<file path="src/verilog/exu_pkg.sv">
package exu_pkg;

  // ----------------------------------------------------------
  // widths
  // ----------------------------------------------------------
  localparam int XLEN   = 64;  // data / result width
  localparam int ADDR_W = 32;  // byte address width

  // ----------------------------------------------------------
  // issue encodings
  // ----------------------------------------------------------
  typedef enum logic [1:0] {
    INST_ALU   = 2'd0,  // add, done in the stage
    INST_LOAD  = 2'd1,
    INST_STORE = 2'd2
  } inst_type_t;

  // access size, bytes = 1 << size
  typedef enum logic [1:0] {
    SIZE_B = 2'd0,
    SIZE_H = 2'd1,
    SIZE_W = 2'd2,
    SIZE_D = 2'd3
  } mem_size_t;

  // ----------------------------------------------------------
  // axi response codes
  // ----------------------------------------------------------
  localparam logic [1:0] RESP_OKAY   = 2'b00;
  localparam logic [1:0] RESP_SLVERR = 2'b10;

endpackage

</file>
<file path="src/verilog/exu_fsm.sv">
module exu_fsm
  import exu_pkg::*;
(
  input  logic       clk,
  input  logic       rst,

  // issue side
  input  inst_type_t inst_type_i,
  input  logic       valid_pre_i,
  output logic       ready_pre_o,
  output logic       issue_o,      // instruction taken this cycle

  // write-back side
  output logic       valid_post_o,
  input  logic       ready_post_i,

  // axi handshakes
  input  logic       awready_i,
  output logic       awvalid_o,
  input  logic       wready_i,
  output logic       wvalid_o,
  input  logic       bvalid_i,
  output logic       bready_o,
  input  logic       arready_i,
  output logic       arvalid_o,
  input  logic       rvalid_i,
  output logic       rready_o
);

  localparam logic [2:0] S_IDLE     = 3'b000;
  localparam logic [2:0] S_WB_WAIT  = 3'b001;  // result held for write-back
  localparam logic [2:0] S_AR_WAIT  = 3'b010;
  localparam logic [2:0] S_R_WAIT   = 3'b011;
  localparam logic [2:0] S_AWW_WAIT = 3'b100;  // aw and w both outstanding
  localparam logic [2:0] S_AW_WAIT  = 3'b101;  // w done, aw still open
  localparam logic [2:0] S_W_WAIT   = 3'b110;  // aw done, w still open
  localparam logic [2:0] S_B_WAIT   = 3'b111;

  logic [2:0] state_q;
  logic [2:0] state_d;

  // ----------------------------------------------------------
  // outputs, decoded from state
  // ----------------------------------------------------------
  assign ready_pre_o  = (state_q == S_IDLE);
  assign issue_o      = valid_pre_i && ready_pre_o;

  assign valid_post_o = (state_q == S_WB_WAIT) ||
                        ((state_q == S_R_WAIT) && rvalid_i) ||
                        ((state_q == S_B_WAIT) && bvalid_i);

  assign arvalid_o = (state_q == S_AR_WAIT);
  assign rready_o  = (state_q == S_R_WAIT);

  assign awvalid_o = (state_q == S_AWW_WAIT) || (state_q == S_AW_WAIT);
  assign wvalid_o  = (state_q == S_AWW_WAIT) || (state_q == S_W_WAIT);
  assign bready_o  = (state_q == S_B_WAIT);

  // ----------------------------------------------------------
  // state register
  // ----------------------------------------------------------
  always_ff @(posedge clk or negedge rst) begin
    if (!rst) begin
      state_q <= S_IDLE;
    end else begin
      state_q <= state_d;
    end
  end

  // ----------------------------------------------------------
  // next state
  // ----------------------------------------------------------
  always_comb begin
    state_d = state_q;
    case (state_q)
      S_IDLE: begin
        if (valid_pre_i) begin
          case (inst_type_i)
            INST_LOAD:  state_d = S_AR_WAIT;
            INST_STORE: state_d = S_AWW_WAIT;
            default:    state_d = S_WB_WAIT;  // alu result ready next cycle
          endcase
        end
      end
      S_AR_WAIT: begin
        if (arready_i) state_d = S_R_WAIT;
      end
      S_R_WAIT: begin
        // r beat is taken regardless, lsu keeps the result
        if (rvalid_i) state_d = ready_post_i ? S_IDLE : S_WB_WAIT;
      end
      S_AWW_WAIT: begin
        if (awready_i && wready_i) begin
          state_d = S_B_WAIT;
        end else if (awready_i) begin
          state_d = S_W_WAIT;
        end else if (wready_i) begin
          state_d = S_AW_WAIT;
        end
      end
      S_AW_WAIT: begin
        if (awready_i) state_d = S_B_WAIT;
      end
      S_W_WAIT: begin
        if (wready_i) state_d = S_B_WAIT;
      end
      S_B_WAIT: begin
        if (bvalid_i) state_d = ready_post_i ? S_IDLE : S_WB_WAIT;
      end
      S_WB_WAIT: begin
        if (ready_post_i) state_d = S_IDLE;
      end
      default: state_d = S_IDLE;
    endcase
  end

  // ----------------------------------------------------------
  // checks
  // ----------------------------------------------------------
  // one memory request in flight at a time
  a_ar_aw_excl: assert property (@(posedge clk) disable iff (!rst)
    !(arvalid_o && awvalid_o))
    else $error("arvalid and awvalid high together");

  a_ar_hold: assert property (@(posedge clk) disable iff (!rst)
    arvalid_o && !arready_i |=> arvalid_o)
    else $error("arvalid dropped before arready");

endmodule

</file>
<file path="config.mk">
export PLATFORM = sky130hd
export DESIGN_NAME = exu_fsm
export DESIGN_NICKNAME = d
export VERILOG_FILES = /design/src/verilog/exu_pkg.sv /design/src/verilog/exu_fsm.sv
export SDC_FILE = /design/constraint.sdc
export NUM_CORES = 1
export LEC_CHECK = 0
export BUFFER_PORTS_ARGS = -buffer_cell sky130_fd_sc_hd__buf_2
export CORE_AREA = 5 5 42 44
export CTS_CLUSTER_SIZE = 24
export DETAILED_ROUTE_END_ITERATION = 8
export DIE_AREA = 0 0 47 49
export PLACE_DENSITY = 0.55
export SYNTH_ARGS = -nofsm -noshare
export SYNTH_HDL_FRONTEND = slang
export SYNTH_SLANG_ARGS = --single-unit
</file>
<file path="constraint.sdc">
create_clock -name clk -period 1.42 [get_ports clk]
set_input_delay 0.213 -clock clk [delete_from_list [all_inputs] [get_ports clk]]
set_output_delay 0.213 -clock clk [all_outputs]
set_load 0.005 [all_outputs]
</file>
==> metrics.csv <==
stage,metric,value,unit
status,status,"complete, no violations",
layout,utilization,38.9,%
timing,finalMaxSlewViolations,0,
timing,post-route-period-util,96.3,%
route,finalWirelength,968,um
clocking,cts.sinks,3,
placement,gp_congestion,0.782,
layout,antenna_cells,0,
power_and_ir_drop,p_seq_share,18.3,%
global_route,grt_use_total,8.73,%
worst_setup_path,reg2reg_depth,5,
clocking,clk_path_buf_depth,2,
global_route,grt-ovfl-total,0,
die,die_y,49,um
layout,nNetsFinal,88,
worst_setup_path,worstSetupStartpointType,register,
clocking,cts_tree,built,
yosys,ys_dominant_reg_cell,dfrtp_1,
clocking,htreeDepth,1,
die,die_w,47,um
yosys,async_flop_share,100,%
die,dieArea,2300,sq um
power_and_ir_drop,p_int,0.649,mW
worst_setup_path,timing.rr.start,state_q[0],
clocking,root_buffer,clkbuf_4,
placement,port_buffers,18,
route,ant_nets,0,
route,via_per_inst,4.80,
timing,hold_ws,0.287,ns
layout,layout-drive-gt1-share,47.3,%
global_route,grt_pass1_wl,1.50,mm
yosys,synth_nets,62,
clocking,clock_latency,0.24,ns
timing,timing.fmax,731,MHz
power_and_ir_drop,peakVddDrop,0.000722,V
placement,place.detailed.hpwl,746,um
timing,setup_viol,0,
timing,rsz0062_at_grt,yes,
yosys,synthTopCellsByArea,"dfrtp_1, nor2_1, ha_1",
yosys,ys_seq_area_share,20.9,%
route,detail_route.iter0.violations,6,
worst_setup_path,critical_path_arrival,1.15,ns
worst_setup_path,crit_path_max_fanout,5,
yosys,ys_ff_latch,3,
global_route,grt_max_degree,9,
yosys,synth_top_area_cell,dfrtp_1,
run,drv_cap,0,
timing,min_period,1.37,ns
die,num_io_pins,19,
layout,top_register,state_q,
layout,final_cells,90,
global_route,antenna_found_initial,0,
timing,tns,0,ns
placement,dp_cells,81,
timing,hold_viol_final,0,
yosys,synthDistinctLibCells,25,
timing,fin_ws,0.0529,ns
layout,reg_top3,state_q (3),
die,initial_core_util,25.6,%
yosys,ys_warn_count,0,
die,core,1400,sq um
route,wl_per_cell,10.8,um
min_path,worstHoldPathType,input port to register,
die,num_rows,14,
global_route,grt_pass1_vias,376,
timing,worst_slew_pin_slew,0.315,ns
yosys,synth_edf_count,0,
timing,skew,0.000862,ns
route,vias,432,
yosys,synth_most_common_cell,nor2_1,
yosys,syn_inst,49,
worst_setup_path,critPathLaunch,state_q[2],
layout,syn_to_final_growth,51.9,%
yosys,synth_top_cells_by_count,"nor2_1, nand2_1, inv_1, dfrtp_1, nand2b_1",
worst_setup_path,path_class,register to output pin,
route,route.detailed.drc,0,
power_and_ir_drop,p_per_area,2100,nW/um^2
min_path,holdPathStages,3,
yosys,synthDominantCellAreaShare,20.9,%
layout,largest_reg_flops,3,
power_and_ir_drop,p_switching,0.496,mW
placement,place_ws,0.0841,ns
route,firstDrtPassIters,4,
power_and_ir_drop,power_frac_comb,68.1,%
worst_setup_path,worst_ep_required_time,1.21,ns
clocking,clk_pin_slew,0.04,ns
min_path,min_from,wready_i,
power_and_ir_drop,clockPowerShare,13.6,%
yosys,syn_area,359,sq um
timing,slew_headroom,78.7,%
worst_setup_path,critPathCaptureType,output pin,
yosys,syn_area_per_cell,7.33,sq um
power_and_ir_drop,p_leak,0.299,nW
power_and_ir_drop,power.share.switching,43.3,%
clocking,numCtsBuffers,3,
==> power groups by stage <==
stage	registers (mW)	logic, mW	clock network (mW)
floorplan	0.144	0.543	0
global placement	0.223	0.628	0
detailed placement	0.224	0.618	0
CTS	0.198	0.700	0.156
global route	0.217	0.879	0.166
finish	0.210	0.780	0.155
==> what timing repair did <==
action,in CTS,in global routing
resized for setup,2,5
hold buffers,1,0
endpoints found under the setup margin,3,5
hold endpoints to repair,3,0
setup buffers,2,2
==> path summary, 6_finish.rpt <==
path	end	slack (ns)
max	valid_post_o	0.05
min	state_q[1]	0.29
max reg2reg	state_q[1]	0.08
min reg2reg	state_q[0]	0.66
max in group asynchronous	state_q[0]	1.01
min in group asynchronous	state_q[2]	0.30
==> metrics by stage <==
stage,area [sq um],power [mW]
6_report,546,1.14
5_1_grt,546,1.26
3_3_place_gp,455,0.851
4_1_cts,509,1.05
2_1_floorplan,359,0.687
3_5_place_dp,455,0.842
==> final cells by class <==
type	instances	area, sq um
clock buffers	4	26.3
fillers	154	856
multi-input cells	36	248
inverters	6	25.0
repair buffers	25	149
well taps	16	20.0
flip-flops and latches	3	77.6
==> cell families (layout without fill, tap and decap cells) <==
kind of cell | after synthesis | in the layout | share of synthesized area, %
and+or+nand+nor | 22 | 22 | 28.9
AOI/OAI and AO/OA | 10 | 10 | 23.3
buffers and inverters | 10 | 35 | 14.3
DFF | 3 | 3 | 20.9
adders and majority gates | 2 | 2 | 6.97
muxes | 2 | 2 | 5.58
==> critical path: stages (launching register included) <==
cell and delay, ns:
dfrtp_2 0.45, buf_6 0.15, nand2_1 0.07, o211a_1 0.15
buf_2 0.10
==> layer usage <==
| layer | track usage [%] | up-vias | wire [um] |
|---|---|---|---|
| met1 | 12.5 | 194 | 429 |
| met5 | 0 | - | 0 |
| li1 | - | 221 | - |
| met2 | 11.5 | 15 | 443 |
| met4 | 4.15 | 0 | 11 |
| met3 | 2.58 | 2 | 84 |
==> layout by cell type (no fill, tap or decap), drive strengths merged, types with 3 or more instances in the layout <==
cell type and count:
buf 24, clkbuf 4, dfrtp 3, inv 6, nand2 6, nand2b 3
nor2 7
Power figures use the tool's default switching activity.
